==> src/hyper_pkg.sv <==
/*
 * Shared sizes, command and state enums, host request and response
 * structs, pad structs for the HyperBus controller
 */

package hyper_pkg;

    localparam int ADDR_W        = 24;
    localparam int DATA_W        = 16;
    localparam int BYTE_W        = 8;
    localparam int CA_BYTES      = 6;
    localparam int LATENCY_BYTES = 12;
    localparam int DATA_BYTES    = 2;
    localparam int READ_TIMEOUT  = 32;
    localparam int CS_GAP        = 2;
    localparam int TIMER_W       = 6;

    // Derived widths of the outgoing byte stream
    localparam int CA_W = CA_BYTES * BYTE_W;
    localparam int TX_W = (CA_BYTES + DATA_BYTES) * BYTE_W;

    typedef enum logic {
        CMD_READ,
        CMD_WRITE
    } hyper_cmd_e;

    typedef enum logic [2:0] {
        ST_IDLE,
        ST_CA,
        ST_LATENCY,
        ST_WDATA,
        ST_RDATA,
        ST_ACK,
        ST_GAP
    } hyper_state_e;

    typedef struct packed {
        hyper_cmd_e          cmd;
        logic [ADDR_W-1:0]   addr;
        logic [DATA_W-1:0]   wdata;
    } host_req_t;

    typedef struct packed {
        logic [DATA_W-1:0]   rdata;
        logic                err;
    } host_rsp_t;

    typedef struct packed {
        logic                cs_n;
        logic                ck;
        logic                reset_n;
        logic [BYTE_W-1:0]   dq;
        logic                dq_oe;
    } hyper_pad_out_t;

    typedef struct packed {
        logic [BYTE_W-1:0]   dq;
        logic                rwds;
    } hyper_pad_in_t;

endpackage

==> src/hyper_phase_timer.sv <==
/*
 * Loadable down-counter for bus phase lengths and read timeout
 */

`timescale 1ns/100ps

module hyper_phase_timer (
    input  logic                          sys_clk,
    input  logic                          reset_i,
    input  logic                          load_i,
    input  logic [hyper_pkg::TIMER_W-1:0] count_i,
    output logic                          done_o
);
    import hyper_pkg::*;

    logic [TIMER_W-1:0] cnt_q;

    // Loaded with count-1 so done falls on the last cycle of the phase
    always_ff @(posedge sys_clk) begin
        if (reset_i) begin
            cnt_q <= '0;
        end else if (load_i) begin
            cnt_q <= count_i - TIMER_W'(1);
        end else if (cnt_q != '0) begin
            cnt_q <= cnt_q - TIMER_W'(1);
        end
    end

    assign done_o = (cnt_q == '0);

endmodule

==> src/hyper_tx_shifter.sv <==
/*
 * Command-address and write-data byte shifter, most significant byte
 * first onto DQ
 */

`timescale 1ns/100ps

module hyper_tx_shifter (
    input  logic                         sys_clk,
    input  logic                         reset_i,
    input  logic                         load_i,
    input  hyper_pkg::host_req_t         req_i,
    input  logic                         shift_i,
    output logic [hyper_pkg::BYTE_W-1:0] dq_o
);
    import hyper_pkg::*;

    logic [TX_W-1:0] sr_q;
    logic [CA_W-1:0] ca;

    // Command-address word
    always_comb begin
        ca         = '0;
        ca[47]     = (req_i.cmd == CMD_READ);
        ca[46]     = 1'b0;
        // Linear burst
        ca[45]     = 1'b1;
        ca[44:16]  = {8'h00, req_i.addr[ADDR_W-1:3]};
        ca[2:0]    = req_i.addr[2:0];
    end

    always_ff @(posedge sys_clk) begin
        if (reset_i) begin
            sr_q <= '0;
        end else if (load_i) begin
            sr_q <= {ca, req_i.wdata};
        end else if (shift_i) begin
            sr_q <= {sr_q[TX_W-BYTE_W-1:0], {BYTE_W{1'b0}}};
        end
    end

    assign dq_o = sr_q[TX_W-1 -: BYTE_W];

endmodule

==> src/hyper_rx_capture.sv <==
/*
 * Read data capture: RWDS-qualified bytes assembled high byte first
 */

`timescale 1ns/100ps

module hyper_rx_capture (
    input  logic                         sys_clk,
    input  logic                         reset_i,
    input  logic                         clear_i,
    input  logic                         enable_i,
    input  hyper_pkg::hyper_pad_in_t     pad_i,
    output logic [hyper_pkg::DATA_W-1:0] word_o,
    output logic                         full_o
);
    import hyper_pkg::*;

    localparam int CNT_W = $clog2(DATA_BYTES + 1);

    logic [CNT_W-1:0]  cnt_q;
    logic [DATA_W-1:0] word_q;
    logic              take;

    // Device marks each valid byte with RWDS high
    assign take = enable_i && pad_i.rwds && (cnt_q != CNT_W'(DATA_BYTES));

    always_ff @(posedge sys_clk) begin
        if (reset_i || clear_i) begin
            cnt_q <= '0;
        end else if (take) begin
            cnt_q <= cnt_q + CNT_W'(1);
        end
    end

    always_ff @(posedge sys_clk) begin
        if (take) begin
            word_q <= {word_q[DATA_W-BYTE_W-1:0], pad_i.dq};
        end
    end

    assign word_o = word_q;
    assign full_o = (cnt_q == CNT_W'(DATA_BYTES));

endmodule

==> src/hyper_txn_fsm.sv <==
/*
 * Transaction FSM: phase sequencing, timer loads, bus clock,
 * chip select, error flag and the host req/ack handshake
 */

`timescale 1ns/100ps

module hyper_txn_fsm (
    input  logic                          sys_clk,
    input  logic                          reset_i,
    input  logic                          req_i,
    output logic                          ack_o,
    input  hyper_pkg::hyper_cmd_e         cmd_i,
    input  logic                          timer_done_i,
    output logic                          timer_load_o,
    output logic [hyper_pkg::TIMER_W-1:0] timer_count_o,
    output logic                          tx_load_o,
    output logic                          tx_shift_o,
    output logic                          rx_clear_o,
    output logic                          rx_enable_o,
    input  logic                          rx_full_i,
    output logic                          err_o,
    output logic                          cs_n_o,
    output logic                          ck_o,
    output logic                          dq_oe_o,
    output logic                          reset_n_o
);
    import hyper_pkg::*;

    hyper_state_e state_q;
    hyper_state_e state_d;
    logic         accept;
    logic         ack_q;
    logic         err_q;
    logic         ck_q;
    logic         reset_n_q;

    // States in which chip select is held low
    function automatic logic bus_active(input hyper_state_e st);
        return (st == ST_CA) || (st == ST_LATENCY) || (st == ST_WDATA) || (st == ST_RDATA);
    endfunction

    assign accept = (state_q == ST_IDLE) && req_i && !ack_q;

    always_comb begin
        state_d       = state_q;
        timer_load_o  = 1'b0;
        timer_count_o = '0;
        case (state_q)
            ST_IDLE: begin
                if (accept) begin
                    state_d       = ST_CA;
                    timer_load_o  = 1'b1;
                    timer_count_o = TIMER_W'(CA_BYTES);
                end
            end
            ST_CA: begin
                if (timer_done_i) begin
                    state_d       = ST_LATENCY;
                    timer_load_o  = 1'b1;
                    timer_count_o = TIMER_W'(LATENCY_BYTES);
                end
            end
            ST_LATENCY: begin
                if (timer_done_i) begin
                    timer_load_o = 1'b1;
                    if (cmd_i == CMD_WRITE) begin
                        state_d       = ST_WDATA;
                        timer_count_o = TIMER_W'(DATA_BYTES);
                    end else begin
                        // Same timer doubles as the read-data watchdog
                        state_d       = ST_RDATA;
                        timer_count_o = TIMER_W'(READ_TIMEOUT);
                    end
                end
            end
            ST_WDATA: begin
                if (timer_done_i) begin
                    state_d = ST_ACK;
                end
            end
            ST_RDATA: begin
                if (rx_full_i || timer_done_i) begin
                    state_d = ST_ACK;
                end
            end
            ST_ACK: begin
                // Host released req, start the chip select gap
                if (!req_i) begin
                    state_d       = ST_GAP;
                    timer_load_o  = 1'b1;
                    timer_count_o = TIMER_W'(CS_GAP);
                end
            end
            ST_GAP: begin
                if (timer_done_i) begin
                    state_d = ST_IDLE;
                end
            end
            default: begin
                state_d = ST_IDLE;
            end
        endcase
    end

    always_ff @(posedge sys_clk) begin
        if (reset_i) begin
            state_q   <= ST_IDLE;
            ack_q     <= 1'b0;
            err_q     <= 1'b0;
            ck_q      <= 1'b0;
            reset_n_q <= 1'b0;
        end else begin
            state_q   <= state_d;
            ack_q     <= (state_q == ST_ACK) && req_i;
            reset_n_q <= 1'b1;
            // Look at next state so ck is already 0 when cs_n rises
            ck_q      <= bus_active(state_d) ? ~ck_q : 1'b0;
            if (accept) begin
                err_q <= 1'b0;
            end else if ((state_q == ST_RDATA) && timer_done_i && !rx_full_i) begin
                err_q <= 1'b1;
            end
        end
    end

    // Byte 6 moves up at the end of CA, byte 7 on the first data cycle
    assign tx_load_o   = accept;
    assign tx_shift_o  = (state_q == ST_CA) || ((state_q == ST_WDATA) && !timer_done_i);
    assign rx_clear_o  = accept;
    assign rx_enable_o = (state_q == ST_RDATA);

    assign ack_o     = ack_q;
    assign err_o     = err_q;
    assign cs_n_o    = !bus_active(state_q);
    assign ck_o      = ck_q;
    assign dq_oe_o   = (state_q == ST_CA) || (state_q == ST_WDATA);
    assign reset_n_o = reset_n_q;

endmodule

==> src/hyper_ctrl_top.sv <==
/*
 * HyperBus controller top: FSM, phase timer, TX shifter, RX capture,
 * pad and response packing
 */

`timescale 1ns/100ps

module hyper_ctrl_top (
    input  logic                      sys_clk,
    input  logic                      reset_i,
    input  logic                      req_i,
    output logic                      ack_o,
    input  hyper_pkg::host_req_t      host_req_i,
    output hyper_pkg::host_rsp_t      host_rsp_o,
    output hyper_pkg::hyper_pad_out_t pad_o,
    input  hyper_pkg::hyper_pad_in_t  pad_i
);
    import hyper_pkg::*;

    logic               timer_done;
    logic               timer_load;
    logic [TIMER_W-1:0] timer_count;
    logic               tx_load;
    logic               tx_shift;
    logic [BYTE_W-1:0]  tx_dq;
    logic               rx_clear;
    logic               rx_enable;
    logic               rx_full;
    logic [DATA_W-1:0]  rx_word;
    logic               err;
    logic               cs_n;
    logic               ck;
    logic               dq_oe;
    logic               reset_n;

    hyper_txn_fsm i_hyper_txn_fsm (
        .sys_clk       (sys_clk),
        .reset_i       (reset_i),
        .req_i         (req_i),
        .ack_o         (ack_o),
        .cmd_i         (host_req_i.cmd),
        .timer_done_i  (timer_done),
        .timer_load_o  (timer_load),
        .timer_count_o (timer_count),
        .tx_load_o     (tx_load),
        .tx_shift_o    (tx_shift),
        .rx_clear_o    (rx_clear),
        .rx_enable_o   (rx_enable),
        .rx_full_i     (rx_full),
        .err_o         (err),
        .cs_n_o        (cs_n),
        .ck_o          (ck),
        .dq_oe_o       (dq_oe),
        .reset_n_o     (reset_n)
    );

    hyper_phase_timer i_hyper_phase_timer (
        .sys_clk (sys_clk),
        .reset_i (reset_i),
        .load_i  (timer_load),
        .count_i (timer_count),
        .done_o  (timer_done)
    );

    hyper_tx_shifter i_hyper_tx_shifter (
        .sys_clk (sys_clk),
        .reset_i (reset_i),
        .load_i  (tx_load),
        .req_i   (host_req_i),
        .shift_i (tx_shift),
        .dq_o    (tx_dq)
    );

    hyper_rx_capture i_hyper_rx_capture (
        .sys_clk  (sys_clk),
        .reset_i  (reset_i),
        .clear_i  (rx_clear),
        .enable_i (rx_enable),
        .pad_i    (pad_i),
        .word_o   (rx_word),
        .full_o   (rx_full)
    );

    assign pad_o = '{cs_n: cs_n, ck: ck, reset_n: reset_n, dq: tx_dq, dq_oe: dq_oe};

    assign host_rsp_o = '{rdata: rx_word, err: err};

endmodule

==> config.mk <==
export PLATFORM = sky130hd
export DESIGN_NAME = hyper_ctrl_top
export DESIGN_NICKNAME = d
export VERILOG_FILES = /design/src/hyper_pkg.sv /design/src/hyper_phase_timer.sv /design/src/hyper_tx_shifter.sv /design/src/hyper_rx_capture.sv /design/src/hyper_txn_fsm.sv /design/src/hyper_ctrl_top.sv
export SDC_FILE = /design/constraint.sdc
export NUM_CORES = 1
export LEC_CHECK = 0
export ABC_AREA = 1
export ABC_CLOCK_PERIOD_IN_PS = 2500
export BUFFER_PORTS_ARGS = -buffer_cell sky130_fd_sc_hd__buf_2
export CORE_UTILIZATION = 30
export DETAILED_ROUTE_END_ITERATION = 7
export PLACE_DENSITY = 0.59
export SYNTH_ARGS = -nofsm -noshare
export SYNTH_HDL_FRONTEND = slang
export SYNTH_HIERARCHICAL = 1
export SYNTH_SLANG_ARGS = --single-unit
==> constraint.sdc <==
create_clock -name sys_clk -period 2.5 [get_ports sys_clk]
set_input_delay 0.375 -clock sys_clk [delete_from_list [all_inputs] [get_ports sys_clk]]
set_output_delay 0.375 -clock sys_clk [all_outputs]
set_load 0.01 [all_outputs]
After elaboration in Yosys (flattened, before gate mapping)
Cells that the tools add are included.
- register bits: 95
- bits in latches: 0
- memory bits (writable): 0
- ROM bits: 0
- input port bits: 53
- output and inout port bits: 30
- word-level logic and storage cells: 82
- memories kept: 0
- add/subtract/negate cells: 3
- $mul: 0
- div/mod/pow operators: 0
- magnitude comparators: 0
- equal/unequal tests: 12
- shifts and indexed selects: 0
- multiplexer cells: 24
- bitwise operators: 3
- reduce and logical (&&, ||, !) cells: 30
- operator list (kind ; number):
    $mux 64 ; 2
    $mux 3 ; 9
    $mux 6 ; 4
    $pmux 6 s4 ; 1
    $pmux 3 s7 ; 1
    $eq 3x2->1 const B ; 4
    $eq 3x3->1 const B ; 4
    $sub 6x1->6 const B ; 2
    $logic_or 1x1->1 ; 10
    $logic_and 1x1->1 ; 8
    $eq 3x1->1 const B ; 2
    $logic_not 6->1 ; 1
    $reduce_bool 6->1 ; 1
    $reduce_or 2->1 ; 3
    $logic_not 1->1 ; 4
    $mux 1 ; 4
    $mux 4 ; 1
    $reduce_bool 2->1 ; 2
    $logic_not 3->1 ; 1
    $not 1->1 ; 3
    $pmux 1 s3 ; 1
    $add 2x1->2 const B ; 1
    $eq 2x2->1 const B ; 1
    $mux 2 ; 1
    $ne 2x2->1 const B ; 1

Longest topological paths before layout
Gate-level depths: netlist of the first run.
- depth after elaboration: 11
- depth in mapped cells: 16
- mapped depth without buffers: 15

Hierarchy
Netlist of the first run, hierarchy kept.
- modules (own cells, without submodules) (module ; instances ; cells each ; area each (um^2) ; sequential area each (um^2)):
    hyper_tx_shifter ; 1 ; 395 ; 2747.6 ; 1281.2
    hyper_rx_capture ; 1 ; 33 ; 591.8 ; 520.5
    hyper_txn_fsm ; 1 ; 79 ; 511.7 ; 140.1
    hyper_phase_timer ; 1 ; 58 ; 390.4 ; 120.1
    hyper_ctrl_top ; 1 ; 5 ; 37.5 ; 0.0

Least setup slack after synthesis of the first run
No wires, ideal clock.
- path kind: flip-flop to flip-flop
- from: reg i_hyper_txn_fsm.state_q[2]
- to: reg i_hyper_phase_timer.cnt_q[2]
- setup time: 0.070 ns
- arrival time: 1.785 ns
- data required time: 2.430 ns
- setup slack: 0.645 ns
- stages on the path, launching flop included: 14
- buffers on the path: 2
- clock period less this slack: 1.855 ns
- cell sequence: dfxtp_1 -> buf_6 -> inv_2 -> nand2_1 -> o21ai_0 -> inv_1 -> o211ai_1 -> buf_6 -> nand2_1 -> nand2_2 -> inv_1 -> ha_1 -> or2_1 -> a21oi_1
- elaborated cells on any way between the ends: 14
- classes of those cells: add/sub: 1; eq/ne: 3; mux: 5; reduce/logical: 5
- RTL lines (item ; line ; RTL):
    start: declaration ; hyper_txn_fsm.sv:30 ; hyper_state_e state_q;
    start signal: assignment ; hyper_txn_fsm.sv:114 ; state_q <= state_d;
    $logic_not 3->1 ; hyper_txn_fsm.sv:43, hyper_txn_fsm.sv:49 ;
    $logic_and 1x1->1 (2 in a row) ; hyper_txn_fsm.sv:43 ; assign accept = (state_q == ST_IDLE) && req_i && !ack_q;
    $mux 1 ; hyper_txn_fsm.sv:51 ; if (accept) begin
    $pmux 1 s3 (*) ; hyper_txn_fsm.sv:49 ; case (state_q)
    net timer_load ; hyper_ctrl_top.sv:21 ; logic timer_load;
    $mux 6 / $reduce_bool 2->1 (equally long branches) ; n/a ;
    end signal: assignment ; hyper_phase_timer.sv:23 ; cnt_q <= count_i - TIMER_W'(1);
    end signal: assignment ; hyper_phase_timer.sv:25 ; cnt_q <= cnt_q - TIMER_W'(1);
    end: declaration ; hyper_phase_timer.sv:16 ; logic [TIMER_W-1:0] cnt_q;
Mark *: on every way through the listed nets, which the timed path passes. The rest lies on a longest branch.
A chain may end at the register's enable or synchronous reset.

Worst setup path after layout of the first run
- from: reg i_hyper_phase_timer.cnt_q[2]
- to: reg i_hyper_phase_timer.cnt_q[4]
- elaborated cells on any way between the ends: 12
- classes of those cells: add/sub: 2; mux: 7; reduce/logical: 3
- RTL lines (item ; line ; RTL):
    $logic_not 6->1 (*) ; hyper_phase_timer.sv:29 ; assign done_o = (cnt_q == '0);
    net timer_done ; hyper_ctrl_top.sv:20 ; logic timer_done;
    $mux 1 (*) ; hyper_txn_fsm.sv:58, hyper_txn_fsm.sv:65 ;
    $pmux 1 s3 (*) ; hyper_txn_fsm.sv:49 ;
    net timer_load ; hyper_ctrl_top.sv:21 ;
    $mux 6 / $reduce_bool 2->1 (equally long branches) ; n/a ;
Mark *: on every way through the listed nets, which the timed path passes. The rest lies on a longest branch. The select of a mux whose other input is x is not followed.

==> results of run 1 <==
-- worst paths after layout --
check                                 end                    startpoint  cells past startpoint  slack, ps
max          i_hyper_phase_timer/cnt_q[4]  i_hyper_phase_timer/cnt_q[2]                     13        300
min          i_hyper_rx_capture/word_o[6]                      pad_i[7]                      1        210
max reg2reg  i_hyper_phase_timer/cnt_q[4]  i_hyper_phase_timer/cnt_q[2]                     13        300
min reg2reg  i_hyper_rx_capture/word_o[8]  i_hyper_rx_capture/word_o[0]                      0        450
-- report_power, final --
group | internal, mW | switching (mW) | leakage (nW)
sequential | 1.81 | 0.144 | 0.789
combinational | 0.686 | 1.41 | 1.47
clock | 0.873 | 0.595 | 0.159
-- layer usage --
layer  global-route usage [%]  vias to the layer above
met4                    5.401                        0
met3                    3.008                        8
li1                         -                     1890
met5                        0                        -
met2                    20.70                       76
met1                    18.23                     1601
-- cell usage in the layout (no fill, tap or decap), types with 2 or more instances in the layout --
| master | instances |
|---|---|
| edfxtp_1 | 16 |
| dfxtp_1 | 79 |
| inv_2 | 4 |
| conb_1 | 2 |
| nor2_4 | 3 |
| nand2_2 | 5 |
| clkbuf_16 | 10 |
| inv_6 | 3 |
| nor2_2 | 4 |
| buf_2 | 82 |
| nand3_2 | 4 |
| nand2_1 | 195 |
| a21oi_1 | 34 |
| nand3_1 | 79 |
| nand4_1 | 3 |
| inv_1 | 57 |
| nor2_1 | 27 |
| ha_1 | 2 |
| buf_4 | 9 |
-- sequential cells by signal, indices dropped and copies added (netlist names) --
| signal | count |
|---|---|
| i_hyper_tx_shifter/sr_q | 64 |
| i_hyper_rx_capture/word_o | 16 |
| i_hyper_phase_timer/cnt_q | 6 |
| i_hyper_txn_fsm/state_q | 3 |
| i_hyper_rx_capture/cnt_q | 2 |
| i_hyper_txn_fsm/ack_o | 1 |
| i_hyper_txn_fsm/ck_o | 1 |
| i_hyper_txn_fsm/err_o | 1 |
| i_hyper_txn_fsm/reset_n_o | 1 |
-- cells by family (layout without fill, tap and decap cells) --
logic type	Yosys count	count (layout)
simple gates	324	324
buf+inv	107	170
flops	95	95
compound gates	40	40
fa+ha+maj	2	2
other cells	1	2
mux	1	1
-- layout make-up --
type / count / area (um^2)
Multi-Input combinational cell: 369 / 1677
Fill cell: 1491 / 8857
Clock buffer: 12 / 267.8
Tap cell: 180 / 225.2
Clock inverter: 4 / 56.30
Sequential cell: 95 / 2062
Timing Repair Buffer: 92 / 498.0
Inverter: 62 / 237.7
-- worst max-delay path: stages (launching register included) --
cell and delay, ps:
dfxtp_1 310, nor2_1 110, nand3_1 100, inv_1 180
inv_1 160, o211ai_1 300, buf_4 220, inv_6 50
o21ai_4 180, ha_1 230, nand3_1 110, nand2_1 70
nand2_1 40, nor2_1 80
-- per-stage QoR --
| stage | cells | setup WS [ps] | power (mW) | area (um^2) | util, % |
|---|---|---|---|---|---|
| finish | 814 | 304.7 | 5.516 | 5024 | 36.19 |
| global route | 814 | 76.89 | 5.934 | 5024 | 36.19 |
| CTS | 814 | 307.3 | 5.580 | 5024 | 36.19 |
| detailed placement | 798 | 322.2 | 4.092 | 4700 | 33.86 |
| global placement | 798 | 386.7 | 4.074 | 4700 | 33.86 |
| floorplan | 571 | 645.0 | 3.736 | 4283 | - |
==> flow_summary.toml, run 1 <==
[timing]
worst_hold_slack_ps = 210.0
period_needed_ps = 2195
timing.fmax_ghz = 0.4555
fin_skew_ps = 8.152
tns_ps = 0
rsz0062_at_grt = "no"
slew_viol_final = 0
relSlewSlack_pct = 53.40
hold_violations = 0
finalSetupViolations = 0
min_period_over_period_pct = 87.81
worst-slew-pin-transition_ps = 698.2

[drt]
viasPerCell = 4.392
dr.max_layer_used = "met4"
drtIter0Drc = 224
antenna_left = 0
wl_met2_um = 4379
wl_met3_um = 426
drt-met1-wl_um = 4726
vias = 3575
drc = 0
avgRoutedWirePerCell_um = 11.84
wirelength_um = 9640
firstDrtPassIters = 4

[layout]
antenna_cells = 0
syn_to_final_growth_pct = 17.40
final_nets = 684
drive_above_1_share_pct = 20.98

[logic_synthesis]
synth_top_family_by_area = "simple AND/OR/NAND/NOR gates"
yosys_warnings = 6
synth_xor_area_share_pct = 0
yosys.area_share.adder_pct = 0.5848
synth-edff-count = 16
ys_top_cells_by_area = "dfxtp_1, nand2_1, edfxtp_1"
synthTopCellsByCount = "nand2_1, dfxtp_1, nand3_1"
synth-async-reset-ratio_pct = 0
avgSynthCellArea_um2 = 7.507
synth_cell_types = 32
synthSimpleGateAreaFrac_pct = 32.81
synth_mux_area_share_pct = 0.2339
synth.most_common_cell = "nand2_1"
synth_area_leader_cell = "dfxtp_1"
ys_ff_latch = 95
synthCells = 570
synth.cell_area_um2 = 4279
synth_top_area_share_pct = 36.96
ys_seq_area_share_pct = 48.19
synth-compound-area-share_pct = 5.117
synth-main-ff-cell = "dfxtp_1"

[grt]
grt_pass1_vias = 3165
grt_pass1_wl_um = 15530
grt_overflow = 0
track_usage_pct = 13.50
grt_max_degree = 49
antenna_found_initial = 0

[place]
dp_hpwl_um = 6581
gp_congestion = 0.8644
portBuffers = 82

[pwr]
powerDensity_nw_per_um2 = 1098
p_leak_nw = 2.414
ir_drop_mv = 0.4897

[die]
core_um2 = 13880
rows = 43
die_h_um = 121.4
die_w_um = 121.4
pin_count = 83
fp.dieArea_um2 = 14750
start_util_pct = 30.83

[clocking]
clock_latency_ps = 340
cts_buffer_depth = 2
cts.clk_slew.worst_paths_ps = 70
cts_tree = "yes"
cts_sinks = 95
cts_setup_buffers = 0
clockRootBuffer = "clkbuf_16"
cts_repair_resize_count = 0
cts_buffers = 9
htreeDepth = 3
hold_buffers = 0

[run_status]
outcome = "finished, final reports clean"

[worst_setup_path]
crit_type = "reg2reg"
crit_arrival_ps = 2480
worst_setup_path_end_kind = "register"
critPathMaxFanout = 7
required_ps = 2780
startpoint_type = "register"

[flow_run]
cap_violations = 0

[hold_path]
min_path_type = "in2reg"
Power figures use the tool's default switching activity.
==> run 2, diff against run 1 <==
--- a/config.mk
+++ b/config.mk
@@ -5,12 +5,13 @@
 export SDC_FILE = /design/constraint.sdc
 export NUM_CORES = 1
 export LEC_CHECK = 0
-export ABC_AREA = 1
 export ABC_CLOCK_PERIOD_IN_PS = 2500
 export BUFFER_PORTS_ARGS = -buffer_cell sky130_fd_sc_hd__buf_2
 export CORE_UTILIZATION = 30
 export DETAILED_ROUTE_END_ITERATION = 7
+export GPL_ROUTABILITY_DRIVEN = 0
 export PLACE_DENSITY = 0.59
+export SETUP_SLACK_MARGIN = 0.5
 export SYNTH_ARGS = -nofsm -noshare
 export SYNTH_HDL_FRONTEND = slang
 export SYNTH_HIERARCHICAL = 1
==> flow_summary.toml, run 2 <==
[worst_setup_path]
startpoint_type = "register"
critPathMaxStageDelay_ps = 400
crit_type = "reg2reg"
cpMaxStageDelayCell = "or3_4"
critPathMaxFanout = 5
r2r_start = "i_hyper_phase_timer/cnt_q[2]"
reg2reg_depth = 11
rrSetupSlack_ps = -120
r2r_end = "i_hyper_phase_timer/cnt_q[4]"
crit_arrival_ps = 2840
crit_chain = "or3_4 > nor2_4 > a21oi_2 > nor2_1 > a31oi_2 > o32ai_4 > mux2i_2 > ha_2 > nor4b_4 > o21ai_1 > nor3b_1"
worst_setup_path_end_kind = "register"
required_ps = 2720

[die]
start_util_pct = 30.73
die_h_um = 121.0
core_um2 = 13830
die_w_um = 121.0
pin_count = 83
rows = 43
fp.dieArea_um2 = 14640

[layout]
final_cell_area_um2 = 5914
layout_commonest_cell = "buf_2"
antenna_cells = 0
final_cells = 709
largest-register = "i_hyper_tx_shifter/sr_q"
syn_to_final_growth_pct = 39.19
largest_reg_flops = 64
drive_above_1_share_pct = 41.40
final_nets = 580
layout_common_cells = "buf_2, dfxtp_1, mux2i_1"

[logic_synthesis]
synth-async-reset-ratio_pct = 0
avgSynthCellArea_um2 = 10.41
yosys_warnings = 6
synth_area_leader_cell = "dfxtp_1"
synthTopCellsByCount = "dfxtp_1, mux2i_1, nor2_1"
synthCells = 408
synth.cell_area_um2 = 4249
synth-main-ff-cell = "dfxtp_1"
ys_top_cells_by_area = "dfxtp_1, mux2i_1, edfxtp_1"
synth_cell_types = 49
synth.most_common_cell = "dfxtp_1"
ys_ff_latch = 95
ys_seq_area_share_pct = 48.53
synth-edff-count = 16
synth_top_area_share_pct = 37.22

[timing]
timing.fmax_ghz = 0.3814
slew_viol_final = 0
finalSetupViolations = 4
min_period_over_period_pct = 104.9
setup_ws_ps = -121.8
fin_skew_ps = 10.50
period_needed_ps = 2622
hold_violations = 0
rsz0062_at_grt = "yes"

[pwr]
p_leak_nw = 2.367
ir_drop_mv = 0.4389
total_power_mw = 6.910
powerDensity_nw_per_um2 = 1168

[drt]
viasPerCell = 4.731
avgRoutedWirePerCell_um = 14.81
vias = 3354
antenna_left = 0
firstDrtPassIters = 4
drc = 0
drtIter0Drc = 119
wirelength_um = 10500

[grt]
grt_max_degree = 28
track_usage_pct = 13.67
grt_overflow = 0
met3_usage_pct = 3.195
grt_use_met2_pct = 22.50
grt_pass1_wl_um = 15660
use_met1_pct = 17.25
antenna_found_initial = 0
grt_pass1_vias = 3185
grt-busiest-layer = "met2"

[place]
dp_slack_ps = -6.582
dp.cells = 644
portBuffers = 82
dp_hpwl_um = 6507
dpl-instance-area_um2 = 4875

[clocking]
clock_latency_ps = 340
cts_buffer_depth = 2
clockRootBuffer = "clkbuf_16"
cts_tree = "yes"
htreeDepth = 3
cts_sinks = 95
cts_buffers = 9
cts.clk_slew.worst_paths_ps = 70

[hold_path]
min_path_type = "in2reg"
whs_endpoint = "i_hyper_rx_capture/word_o[7]"
holdPathStages = 1
min_from = "pad_i[8]"

[run_status]
violations = "setup timing"
outcome = "finished with violations"

[flow_run]
cap_violations = 0
## run 2: changes by cell type after synthesis, moves of 5 or more
cell / change
nand2_1: -184
nand3_1: -77
mux2i_1: +59
inv_1: -51
a211oi_1: +33
nor2b_1: +32
a21oi_1: -21
nor2_1: +9
nand2b_1: +8
or3b_1: +8
clkbuf_1: +6
nand2_2: -5
## run 2: worst max path at each step
stage / from / depth (start not counted) / to / slack (ps)
global placement: i_hyper_phase_timer/cnt_q[1] / 11 / i_hyper_phase_timer/cnt_q[4] / 100
global route: i_hyper_phase_timer/cnt_q[2] / 11 / i_hyper_phase_timer/cnt_q[4] / -250
CTS: i_hyper_phase_timer/cnt_q[4] / 9 / i_hyper_phase_timer/cnt_q[4] / 8
finish: i_hyper_phase_timer/cnt_q[2] / 11 / i_hyper_phase_timer/cnt_q[4] / -120
floorplan: i_hyper_phase_timer/cnt_q[1] / 13 / i_hyper_phase_timer/cnt_q[4] / -10
detailed placement: i_hyper_phase_timer/cnt_q[1] / 9 / i_hyper_phase_timer/cnt_q[4] / -7
## run 2: cells by family (layout without fill, tap and decap cells)
kind of cell               Yosys count  count (layout)  share of synthesized area [%]
DFF                                 95              95                          48.53
buffers and inverters               52             172                          7.303
other                                1               2                        0.08825
and+or+nand+nor                    123             123                          16.31
adders and majority gates            2               2                         0.5888
AOI/OAI and AO/OA                   69              69                          11.48
xor gates and xnor gates             2               2                         0.4123
muxes                               64              64                          15.28
## run 2: power breakdown
group	leakage [nW]	total, mW	switching [mW]	internal (mW)
Clock	0.154	1.44	0.572	0.864
Sequential	0.795	2.09	0.208	1.88
Combinational	1.42	3.39	1.48	1.91
## run 2: through the flow
| stage | setup TNS (ps) | util (%) | hold slack [ps] |
|---|---|---|---|
| after floorplan | -13.04 | - | 407.1 |
| after global placement | 0 | 35.25 | 417.6 |
| after detailed placement | -6.582 | 35.25 | 426.1 |
| after CTS | 0 | 39.44 | 197.9 |
| after global routing | -767.7 | 42.77 | 200.6 |
| final | -333.0 | 42.77 | 212.0 |
## run 2: per-layer routing
metal / vias to the layer above / routed length [um] / part of all wire, %
met4: 0 / 200 / 1.9
met3: 19 / 425 / 4.0
met1: 1586 / 4817 / 46
met2: 76 / 5054 / 48
li1: 1673 / - / -
met5: - / 0 / 0
## run 2: what timing repair did
item | in CTS | in global routing
setup buffers | 23 | 24
gates resized for setup | 19 | 52
hold endpoints to repair | 0 | 0
hold buffers | 0 | 0
setup endpoints to repair | 55 | 59
gates cloned | 0 | 3
pin swaps | 16 | 44
## run 2: layout make-up
| type | instances | area (um^2) |
|---|---|---|
| clock buffer | 12 | 267.8 |
| clock inverter | 3 | 47.55 |
| fill | 1322 | 7913 |
| inverter | 7 | 26.28 |
| multi-input combinational | 262 | 2116 |
| sequential | 95 | 2079 |
| tap | 180 | 225.2 |
| timing repair buffer | 150 | 1152 |
## run 2: worst max-delay path: cells and delay by family (launching register included)
kind / cells / cell delay (ps)
DFF: 1 / 340
adders and majority gates: 1 / 250
muxes: 1 / 310
and+or+nand+nor: 5 / 1100
AOI/OAI and AO/OA: 4 / 520
